$ cat config.mk
export PLATFORM = sky130hd
export DESIGN_NAME = ahbApbBridge
export DESIGN_NICKNAME = d
export VERILOG_FILES = /design/src/logic/ahbPkg.sv /design/src/logic/apbPkg.sv /design/src/logic/ahbReqIf.sv /design/src/logic/ahbSlave.sv /design/src/logic/apbController.sv /design/src/logic/ahbApbBridge.sv
export VERILOG_INCLUDE_DIRS = /design/src /design/src/logic
export SDC_FILE = /design/constraint.sdc
export NUM_CORES = 1
export LEC_CHECK = 0
export BUFFER_PORTS_ARGS = -buffer_cell sky130_fd_sc_hd__buf_2
export CAP_MARGIN = 0
export CELL_PAD_IN_SITES_DETAIL_PLACEMENT = 0
export CELL_PAD_IN_SITES_GLOBAL_PLACEMENT = 1
export CORE_ASPECT_RATIO = 1.4
export CORE_MARGIN = 5
export CORE_UTILIZATION = 36
export CTS_BUF_LIST = sky130_fd_sc_hd__clkbuf_4 sky130_fd_sc_hd__clkbuf_8 sky130_fd_sc_hd__clkbuf_16
export CTS_CLUSTER_SIZE = 40
export DETAILED_ROUTE_END_ITERATION = 8
export GPL_ROUTABILITY_DRIVEN = 0
export GPL_TIMING_DRIVEN = 0
export HOLD_SLACK_MARGIN = 0.06
export PLACE_DENSITY = 0.9
export REMOVE_ABC_BUFFERS = 1
export SYNTH_ARGS = -nofsm -noshare
export SYNTH_HDL_FRONTEND = slang
export SYNTH_SLANG_ARGS = --single-unit
$ cat constraint.sdc
create_clock -name Hclk -period 2.1 [get_ports Hclk]
set_input_delay 0.105 -clock Hclk [delete_from_list [all_inputs] [get_ports Hclk]]
set_output_delay 0.105 -clock Hclk [all_outputs]
set_load 0.05 [all_outputs]
$ cat src/logic/ahbApb_defines.svh
// AHB to APB bridge bus widths and peripheral address map.
`ifndef AHB_APB_DEFINES_SVH
`define AHB_APB_DEFINES_SVH

// ~~~~~~~~~~~~~~~~~~~~~~~~~~~~~~~~~~~~~~~~~~~~~~~~~~~~~~~~~~~~~~~~~~~~~~
// bus widths.
// ~~~~~~~~~~~~~~~~~~~~~~~~~~~~~~~~~~~~~~~~~~~~~~~~~~~~~~~~~~~~~~~~~~~~~~

`define AHB_ADDR_W 32
`define AHB_DATA_W 32

// one bit per peripheral.
`define APB_SEL_W 3

// ~~~~~~~~~~~~~~~~~~~~~~~~~~~~~~~~~~~~~~~~~~~~~~~~~~~~~~~~~~~~~~~~~~~~~~
// address map, three 64 MB windows.
// ~~~~~~~~~~~~~~~~~~~~~~~~~~~~~~~~~~~~~~~~~~~~~~~~~~~~~~~~~~~~~~~~~~~~~~

`define PERIPH0_BASE 32'h8000_0000
`define PERIPH1_BASE 32'h8400_0000
`define PERIPH2_BASE 32'h8800_0000
`define PERIPH_END   32'h8C00_0000 // first address past the map.

`endif

$ cat src/logic/ahbPkg.sv
// AHB side types for the bridge, transfer kind and peripheral select.
`include "ahbApb_defines.svh"

package ahbPkg;

	// Htrans encoding.
	typedef enum logic [1:0]
	{
		IDLE   = 2'b00,
		BUSY   = 2'b01,
		NONSEQ = 2'b10,
		SEQ    = 2'b11
	} htransT;

	// one hot, zero when no peripheral is hit.
	typedef enum logic [`APB_SEL_W-1:0]
	{
		selNone = 3'b000,
		selP0   = 3'b001,
		selP1   = 3'b010,
		selP2   = 3'b100
	} pselT;

endpackage

$ cat src/logic/apbPkg.sv
// APB side types for the bridge, the controller state encoding.
package apbPkg;

	// ~~~~~~~~~~~~~~~~~~~~~~~~~~~~~~~~~~~~~~~~~~~~~~~~~~~~~~~~~~~~~~~~~~~~~~
	// controller states.
	// ~~~~~~~~~~~~~~~~~~~~~~~~~~~~~~~~~~~~~~~~~~~~~~~~~~~~~~~~~~~~~~~~~~~~~~

	typedef enum logic [2:0]
	{
		stIdle     = 3'b000,
		stWWait    = 3'b001, // waiting for the write data phase.
		stRead     = 3'b010,
		stWrite    = 3'b011,
		stWriteP   = 3'b100, // setup with another transfer pending.
		stREnable  = 3'b101,
		stWEnable  = 3'b110,
		stWEnableP = 3'b111
	} apbStateT;

endpackage

$ cat src/logic/ahbReqIf.sv
// decoded AHB request bundle passed from the front end to the APB controller.
`include "ahbApb_defines.svh"

interface ahbReqIf import ahbPkg::*; ();

	logic                   valid;    // live transfer inside the map.
	logic [`AHB_ADDR_W-1:0] addr;
	logic [`AHB_ADDR_W-1:0] addr1;    // one cycle old.
	logic [`AHB_ADDR_W-1:0] addr2;    // two cycles old.
	logic [`AHB_DATA_W-1:0] wdata;
	logic                   write;
	logic                   writeReg; // direction one cycle old.
	pselT                   sel;

	modport source
	(
		output valid, addr, addr1, addr2, wdata, write, writeReg, sel
	);

	modport sink
	(
		input valid, addr, addr1, addr2, wdata, write, writeReg, sel
	);

endinterface

$ cat src/logic/ahbSlave.sv
// AHB slave front end that pipelines the address phase and decodes the APB select.
`include "ahbApb_defines.svh"

module ahbSlave import ahbPkg::*;
(
	input  logic                   Hclk,
	input  logic                   Hresetn,
	input  logic                   Hwrite,
	input  logic                   Hreadyin,
	input  htransT                 Htrans,
	input  logic [`AHB_ADDR_W-1:0] Haddr,
	input  logic [`AHB_DATA_W-1:0] Hwdata,
	ahbReqIf.source                req
);

	logic isActive;
	logic inMap;

	// ~~~~~~~~~~~~~~~~~~~~~~~~~~~~~~~~~~~~~~~~~~~~~~~~~~~~~~~~~~~~~~~~~~~~~~
	// pipeline copies.
	// ~~~~~~~~~~~~~~~~~~~~~~~~~~~~~~~~~~~~~~~~~~~~~~~~~~~~~~~~~~~~~~~~~~~~~~

	// shift every cycle, stalls included.
	always_ff @(posedge Hclk)
	begin
		if (!Hresetn)
		begin
			req.addr1    <= '0;
			req.addr2    <= '0;
			req.writeReg <= 1'b0;
		end
		else
		begin
			req.addr1    <= Haddr;
			req.addr2    <= req.addr1;
			req.writeReg <= Hwrite;
		end
	end

	// ~~~~~~~~~~~~~~~~~~~~~~~~~~~~~~~~~~~~~~~~~~~~~~~~~~~~~~~~~~~~~~~~~~~~~~
	// transfer qualification and decode.
	// ~~~~~~~~~~~~~~~~~~~~~~~~~~~~~~~~~~~~~~~~~~~~~~~~~~~~~~~~~~~~~~~~~~~~~~

	assign isActive = (Htrans == NONSEQ) || (Htrans == SEQ); // IDLE and BUSY ignored.
	assign inMap    = (Haddr >= `PERIPH0_BASE) && (Haddr < `PERIPH_END);

	assign req.valid = isActive && Hreadyin && inMap;
	assign req.addr  = Haddr;
	assign req.wdata = Hwdata;
	assign req.write = Hwrite;

	always_comb
	begin
		if (Haddr >= `PERIPH0_BASE && Haddr < `PERIPH1_BASE)
		begin
			req.sel = selP0;
		end
		else if (Haddr >= `PERIPH1_BASE && Haddr < `PERIPH2_BASE)
		begin
			req.sel = selP1;
		end
		else if (Haddr >= `PERIPH2_BASE && Haddr < `PERIPH_END)
		begin
			req.sel = selP2;
		end
		else
		begin
			req.sel = selNone; // outside the map.
		end
	end

endmodule

$ cat src/logic/apbController.sv
// APB controller FSM that sequences setup and enable phases and stalls the AHB master.
`include "ahbApb_defines.svh"

module apbController import ahbPkg::*, apbPkg::*;
(
	input  logic                   Hclk,
	input  logic                   Hresetn,
	ahbReqIf.sink                  req,
	output logic                   Pwrite,
	output logic                   Penable,
	output pselT                   Psel,
	output logic [`AHB_ADDR_W-1:0] Paddr,
	output logic [`AHB_DATA_W-1:0] Pwdata,
	output logic                   Hreadyout
);

	apbStateT               presentState;
	apbStateT               nextState;
	logic                   accept;
	pselT                   selPend;
	logic [`AHB_ADDR_W-1:0] pAddrNext;
	logic [`AHB_DATA_W-1:0] pWdataNext;
	logic                   pWriteNext;
	logic                   pEnableNext;
	pselT                   pSelNext;
	logic                   hReadyNext;

	// address phase taken only while the bridge is ready.
	assign accept = req.valid && Hreadyout;

	// ~~~~~~~~~~~~~~~~~~~~~~~~~~~~~~~~~~~~~~~~~~~~~~~~~~~~~~~~~~~~~~~~~~~~~~
	// state register.
	// ~~~~~~~~~~~~~~~~~~~~~~~~~~~~~~~~~~~~~~~~~~~~~~~~~~~~~~~~~~~~~~~~~~~~~~

	always_ff @(posedge Hclk)
	begin
		if (!Hresetn)
			presentState <= stIdle;
		else
			presentState <= nextState;
	end

	// select of the last accepted transfer, at most one is ever pending.
	always_ff @(posedge Hclk)
	begin
		if (accept)
			selPend <= req.sel;
	end

	// ~~~~~~~~~~~~~~~~~~~~~~~~~~~~~~~~~~~~~~~~~~~~~~~~~~~~~~~~~~~~~~~~~~~~~~
	// next state and next outputs.
	// ~~~~~~~~~~~~~~~~~~~~~~~~~~~~~~~~~~~~~~~~~~~~~~~~~~~~~~~~~~~~~~~~~~~~~~

	always_comb
	begin
		nextState   = presentState;
		pAddrNext   = Paddr;
		pWdataNext  = Pwdata;
		pWriteNext  = Pwrite;
		pSelNext    = Psel;
		pEnableNext = 1'b0;
		hReadyNext  = Hreadyout;

		case (presentState)
			stIdle, stREnable, stWEnable:
			begin
				pSelNext   = selNone;
				hReadyNext = 1'b1;
				if (accept && !req.write)
				begin
					nextState  = stRead; // read goes straight to setup.
					pAddrNext  = req.addr;
					pWriteNext = 1'b0;
					pSelNext   = req.sel;
					hReadyNext = 1'b0;
				end
				else if (accept)
				begin
					nextState = stWWait;
				end
				else
				begin
					nextState = stIdle;
				end
			end

			stWWait:
			begin
				// data phase of the write is on Hwdata now.
				pAddrNext  = req.addr1;
				pWdataNext = req.wdata;
				pWriteNext = 1'b1;
				pSelNext   = selPend;
				hReadyNext = 1'b0;
				nextState  = accept ? stWriteP : stWrite;
			end

			stRead:
			begin
				pEnableNext = 1'b1;
				hReadyNext  = 1'b1; // Hrdata valid in enable.
				nextState   = stREnable;
			end

			stWrite:
			begin
				pEnableNext = 1'b1;
				hReadyNext  = 1'b1;
				nextState   = stWEnable;
			end

			stWriteP:
			begin
				pEnableNext = 1'b1;
				// a pending read keeps its data phase stalled.
				hReadyNext  = req.writeReg;
				nextState   = stWEnableP;
			end

			stWEnableP:
			begin
				// pending transfer was accepted two cycles ago.
				pAddrNext  = req.addr2;
				pSelNext   = selPend;
				hReadyNext = 1'b0;
				if (Hreadyout)
				begin
					pWriteNext = 1'b1;
					pWdataNext = req.wdata;
					nextState  = accept ? stWriteP : stWrite;
				end
				else
				begin
					pWriteNext = 1'b0;
					nextState  = stRead;
				end
			end

			default:
			begin
				nextState = stIdle;
				pSelNext  = selNone;
			end
		endcase
	end

	// ~~~~~~~~~~~~~~~~~~~~~~~~~~~~~~~~~~~~~~~~~~~~~~~~~~~~~~~~~~~~~~~~~~~~~~
	// registered outputs.
	// ~~~~~~~~~~~~~~~~~~~~~~~~~~~~~~~~~~~~~~~~~~~~~~~~~~~~~~~~~~~~~~~~~~~~~~

	always_ff @(posedge Hclk)
	begin
		if (!Hresetn)
		begin
			Paddr     <= '0;
			Pwdata    <= '0;
			Pwrite    <= 1'b0;
			Penable   <= 1'b0;
			Psel      <= selNone;
			Hreadyout <= 1'b0;
		end
		else
		begin
			Paddr     <= pAddrNext;
			Pwdata    <= pWdataNext;
			Pwrite    <= pWriteNext;
			Penable   <= pEnableNext;
			Psel      <= pSelNext;
			Hreadyout <= hReadyNext;
		end
	end

endmodule

$ cat src/logic/ahbApbBridge.sv
// AHB-Lite to APB bridge top joining the AHB front end to the APB controller.
`include "ahbApb_defines.svh"

module ahbApbBridge import ahbPkg::*;
(
	input  logic                   Hclk,
	input  logic                   Hresetn,
	input  logic                   Hwrite,
	input  logic                   Hreadyin,
	input  htransT                 Htrans,
	input  logic [`AHB_ADDR_W-1:0] Haddr,
	input  logic [`AHB_DATA_W-1:0] Hwdata,
	input  logic [`AHB_DATA_W-1:0] Prdata,
	output logic                   Hreadyout,
	output logic [`AHB_DATA_W-1:0] Hrdata,
	output logic                   Pwrite,
	output logic                   Penable,
	output pselT                   Psel,
	output logic [`AHB_ADDR_W-1:0] Paddr,
	output logic [`AHB_DATA_W-1:0] Pwdata
);

	ahbReqIf req0 ();

	ahbSlave slave0
	(
		.Hclk     (Hclk),
		.Hresetn  (Hresetn),
		.Hwrite   (Hwrite),
		.Hreadyin (Hreadyin),
		.Htrans   (Htrans),
		.Haddr    (Haddr),
		.Hwdata   (Hwdata),
		.req      (req0.source)
	);

	apbController ctrl0
	(
		.Hclk      (Hclk),
		.Hresetn   (Hresetn),
		.req       (req0.sink),
		.Pwrite    (Pwrite),
		.Penable   (Penable),
		.Psel      (Psel),
		.Paddr     (Paddr),
		.Pwdata    (Pwdata),
		.Hreadyout (Hreadyout)
	);

	assign Hrdata = Prdata; // read data is not registered.

endmodule

---- Yosys cells after proc, flatten, opt, wreduce, memory -nomap -nowiden ----
Cells that the tools add are included.
storage, ports and cells
  bits in registers ....................... 141
  latch bits .............................. 0
  bits in writable memories ............... 0
  memory bits (read-only) ................. 0
  output and inout bits ................... 102
  word-level logic and storage cells ...... 68
  memories ................................ 0
cells by class
  add/subtract/negate cells ............... 0
  $mul .................................... 0
  div/mod/pow operators ................... 0
  $lt $le $gt $ge ......................... 6
  eq/ne operators ......................... 11
  shift operators ......................... 0
  multiplexer cells ....................... 20
  bitwise gates (word level) .............. 0
  reductions and logical operators ........ 20
operators with widths
  kind                    count
  $ge A32 B32 Y1 const B  3
  $lt A32 B32 Y1 const B  3
  $pmux W32 S3            1
  $mux W32                2
  $pmux W32 S2            1
  $mux W3                 7
  $pmux W3 S6             1
  $eq A3 B3 Y1 const B    4
  $logic_and A1 B1 Y1     8
  $eq A3 B2 Y1 const B    2
  $pmux W3 S2             1
  $reduce_or A3 Y1        2
  $mux W1                 5
  $eq A2 B2 Y1 const B    2
  $ne A2 B1 Y1 const B    2
  $pmux W1 S4             1
  $reduce_and A2 Y1       2
  $reduce_bool A2 Y1      2
  $reduce_or A2 Y1        2
  $eq A3 B1 Y1 const B    1
  $logic_not A3 Y1        1
  $pmux W1 S3             1
  $reduce_bool A3 Y1      1
  $logic_not A1 Y1        1
  $logic_or A1 B1 Y1      1

---- Depth between registers and ports, before layout ----
  word-level depth ........................ 8
  depth in mapped cells ................... 8
  depth with buffers taken out ............ 5

---- Hierarchy ----
Synthesis repeated with hierarchy kept, for this count alone.
second synthesis, totals
  cell total of the unflattened synthesis .. 713
  area total of the unflattened synthesis .. 6547.5 µm²
modules (own cells, without submodules)
  module         times used  cells an instance  area an instance (µm²)
  apbController  1           473                4023.9
  ahbSlave       1           208                2283.4
  ahbApbBridge   1           32                 240.2

---- Worst setup path before layout ----
Ideal clock, no wire load.
  path type ............................... register -> register
  start point ............................. register ctrl0.Hreadyout
  end point ............................... register ctrl0.Paddr[10]
  library setup time ...................... 128 ps
  arrival time ............................ 1562 ps
  path slack .............................. 410 ps
  cell stages (with the launch flop) ...... 7
  buffers on the path ..................... 1
  period minus slack after synthesis ...... 1690 ps
  path through ............................ dfxtp_1 -> nor2b_1 -> and4_1 -> o21ai_2 -> buf_2 -> nand3_1 -> o21ai_0
on the way
  longest elaborated chain between the ends .. 4
RTL lines
  what                         line                  source
  start, declared              apbController.sv:14   output logic Hreadyout
  start signal, assigned       apbController.sv:169  Hreadyout <= hReadyNext;
  $logic_and A1 B1 Y1          apbController.sv:29   assign accept = req.valid && Hreadyout;
  $logic_and A1 B1 Y1          apbController.sv:69   if (accept && !req.write)
  $ne A2 B1 Y1 (no line)       -
  $reduce_and A2 Y1 (no line)  -
  end signal, assigned         apbController.sv:164  Paddr <= pAddrNext;
  end, declared                apbController.sv:12   output logic [`AHB_ADDR_W-1:0] Paddr,
Every way passes these cells.
A chain may end at the register's enable or synchronous reset.

---- Worst setup path after layout ----
  start point ............................. register ctrl0.presentState[0]
  end point ............................... register ctrl0.Paddr[0]
on the way
  longest elaborated chain between the ends .. 4
  elaborated cells on any way between the ends .. 10
  classes of those cells .................. eq/ne (5); mux (1); reduce/logical (4)
RTL lines
  what                                                                 line                 source
  start, declared                                                      apbController.sv:17  apbStateT presentState;
  start signal, assigned                                               apbController.sv:38  presentState <= stIdle;
  start signal, assigned                                               apbController.sv:40  presentState <= nextState;
  $eq A3 B3 Y1 / $logic_not A3 Y1 (equally long branches)              apbController.sv:64  case (presentState)
  $reduce_or A3 Y1                                                     apbController.sv:64
  $ne A2 B1 Y1 (no line) / $reduce_bool A3 Y1 (equally long branches)  -
  $reduce_and A2 Y1 (no line)                                          -
Parallel ways exist; a longest one is shown, timed or not.

==> reports/metrics.yaml <==
status: "finished, final reports clean"
track_usage_pct: 17.58
drv_slew: 0
r2r_cells: 7
fmax_ghz: 0.5165
nets: 889
diodes: 0
hold_viol: 0
netlist_area_um2: 5796
wire_per_inst_um: 17.26
cts_inserted_buffers: 17
fp-row-count: 55
fill_cells: 1528
grt_pass1_vias: 4836
tightest_slew_ns: 0.8247
worstPathRequired_ns: 2.43
drt-initial-drc-count: 226
hp-start: "Prdata[22]"
fin_setup_tns_ns: 0
cts_sinks: 141
crit_type: "reg2reg"
routed_wl_um: 17190
overflow: 0
h-tree-depth: 4
crit_arrival_ns: 2.26
grt_pass1_wl_um: 25880
powerDensity_nw_per_um2: 769.5
syn2layout_area_growth_pct: 33.55
die_area_um2: 18770
synth_edf_count: 3
p_leak_nw: 3.028
syn_inst: 639
rsz0062_at_grt: "true"
ff_latch_area_um2: 2864
top_usage_layer: "met2"
dpl.hpwl_um: 9914
clk_pin_slew_worst_paths_ns: 0.06
ios: 204
period_minus_slack_ns: 1.936
antenna_left: 0
synth-async-reset-ratio_pct: 0
peakVddDrop_mv: 0.5278
placed_area_um2: 6365
fp.dieH_um: 160.1
final_core_util_pct: 48.48
core_um2: 15970
drive_gt1_share_pct: 24.97
grt_max_degree: 94
use_met1_pct: 21.75
synth.top_cells.by_area: "dfxtp_1 48%, and2_1 7.0%, o21ai_0 5.5%, nand2_1 4.7%, buf_4 4.4%"
die_w_um: 117.2
routed-via-count: 5139
synth.avg_cell_area_um2: 9.070
clockRootBuffer: "clkbuf_16"
initial_core_util_pct: 36.30
cts.path.max_buffers: 2
maxSlewHeadroom_pct: 45.02
min_path_cells: 0
drtPass1Iterations: 4
synth_top_area_share_pct: 47.67
use_met3_pct: 7.695
finalCritPeriodShare_pct: 92.19
path_max_fanout: 40
cts_tree: "done"
ys_ff_latch: 141
use_met2_pct: 27.57
clkLatencyLatePin_ns: 0.41
port_buffers: 138
r2r_start: "ctrl0.presentState[0]"
ys_seq_area_share_pct: 49.22
multiInputGateArea_um2: 2565
synth_area_leader_cell: "dfxtp_1"
cp-end-kind: "flip-flop"
final_area_um2: 7740
clock_skew_ns: 0.007996
ys.flop_type: "dfxtp_1"
ys_types: 41
antenna_found_initial: 0
startpoint_type: "flip-flop"
drv_cap: 0
hold_class: "in2out"
setup_violations: 0
drc: 0
via_per_inst: 5.160
synth_warnings: 0
crit_start: "ctrl0.presentState[0]"
worst max-delay path, cell delays in order (launching register included):
cell and delay (ns):
dfxtp_4 0.50, buf_12 0.25, xor2_1 0.29, mux2i_4 0.19, o21ai_4 0.20, buf_12 0.22, nand3_1 0.09, o21ai_0 0.09
cells by family after synthesis:
logic type      synth area share, %
simple gates                  17.85
buf+inv                       8.463
mux                          0.3454
xor+xnor                     0.1512
flops                         49.22
compound gates                23.96
placed cells by master (no fill, tap or decap), types with 2 or more instances in the layout:
| cell type | n |
|---|---|
| a21boi_0 | 18 |
| a21boi_1 | 15 |
| a21oi_1 | 4 |
| a22oi_1 | 4 |
| a31oi_1 | 4 |
| and2_1 | 65 |
| buf_12 | 3 |
| buf_16 | 2 |
| buf_2 | 137 |
| buf_4 | 5 |
| clkbuf_16 | 17 |
| clkbuf_4 | 7 |
| clkbuf_8 | 3 |
| clkinvlp_4 | 3 |
| dfxtp_1 | 135 |
| dfxtp_4 | 3 |
| dlygate4sd3_1 | 65 |
| edfxtp_1 | 3 |
| inv_1 | 4 |
| mux2i_4 | 2 |
| nand2_1 | 71 |
| nand3_1 | 36 |
| nor2_1 | 4 |
| nor2b_1 | 4 |
| nor3b_1 | 3 |
| o211ai_1 | 29 |
| o21a_4 | 2 |
| o21ai_0 | 64 |
| o21ai_4 | 4 |
| o221ai_1 | 29 |
| o22ai_1 | 30 |
path summary, 6_finish.rpt:
path / end / slack (ns)
setup reg to reg: ctrl0.Paddr[0] / 0.16
hold reg to reg: ctrl0.Pwdata[24] / 0.45
hold / removal: Hrdata[22] / 0.21
setup / recovery: ctrl0.Paddr[0] / 0.16
per-layer routing:
layer / vias up / part of all wire, %
li1: 2558 / -
met1: 2386 / 42
met2: 182 / 47
met3: 13 / 9.5
met4: 0 / 0.87
met5: - / 0
per-stage QoR:
step	cells	setup WS [ns]	hold WS [ns]	total power [W]
after global routing	996	-0.006126	0.2104	0.006201
after CTS	993	0.04419	0.2109	0.006026
after global placement	888	-2.522	0.2109	0.003190
final	996	0.1641	0.2105	0.005956
after detailed placement	892	-1.333	0.2109	0.003202
after floorplan	551	-0.9885	0.2100	0.003015
cell usage after synthesis (2+ instances only):
| master | number |
|---|---|
| and2_1 | 65 |
| o211ai_1 | 29 |
| o22ai_1 | 30 |
| o21a_1 | 2 |
| a21oi_1 | 4 |
| buf_2 | 11 |
| a22oi_1 | 4 |
| mux2i_1 | 2 |
| nand2b_1 | 2 |
| o221ai_1 | 29 |
| nor3b_1 | 3 |
| nor2b_1 | 4 |
| a21boi_1 | 15 |
| edfxtp_1 | 3 |
| a31oi_1 | 4 |
| nand2_1 | 72 |
| o21ai_2 | 2 |
| nor2_1 | 5 |
| nand3_1 | 36 |
| buf_1 | 6 |
| dfxtp_1 | 138 |
| o21ai_0 | 64 |
| inv_1 | 5 |
| buf_4 | 34 |
| a21boi_0 | 18 |
| clkbuf_1 | 37 |
state kept, by name, indices dropped and copies added (netlist names):
register,cells
ctrl0.Hreadyout,1
slave0.req.writeReg,1
slave0.req.addr2,32
ctrl0.Paddr,32
ctrl0.Pwrite,1
slave0.req.addr1,32
ctrl0.Psel,3
ctrl0.selPend,3
ctrl0.Pwdata,32
ctrl0.Penable,1
ctrl0.presentState,3
cell type report:
cell class	count	share of cell area, %
flip-flops and latches	141	37.00
multi-input cells	408	33.14
repair buffers	213	19.38
clock buffers	27	6.709
well taps	199	3.217
inverters	5	0.2910
clock inverters	2	0.1617
repair inverters	1	0.09699
what timing repair did:
| action | 4_1_cts | 5_1_grt |
|---|---|---|
| cloned | 2 | 2 |
| setup endpoints to repair | 71 | 63 |
| hold buffers | 65 | 0 |
| setup buffers | 5 | 1 |
| hold endpoints to repair | 81 | 0 |
| gates resized for setup | 15 | 5 |
| pin swaps | 1 | 1 |
power breakdown:
group          internal (W)  switching (W)  total [W]
clock               0.00167        0.00103    0.00271
combinational      0.000223       0.000237   0.000461
sequential          0.00276      0.0000316    0.00279
total               0.00465        0.00130    0.00596
Note: power is estimated with default switching activity, not from simulation.
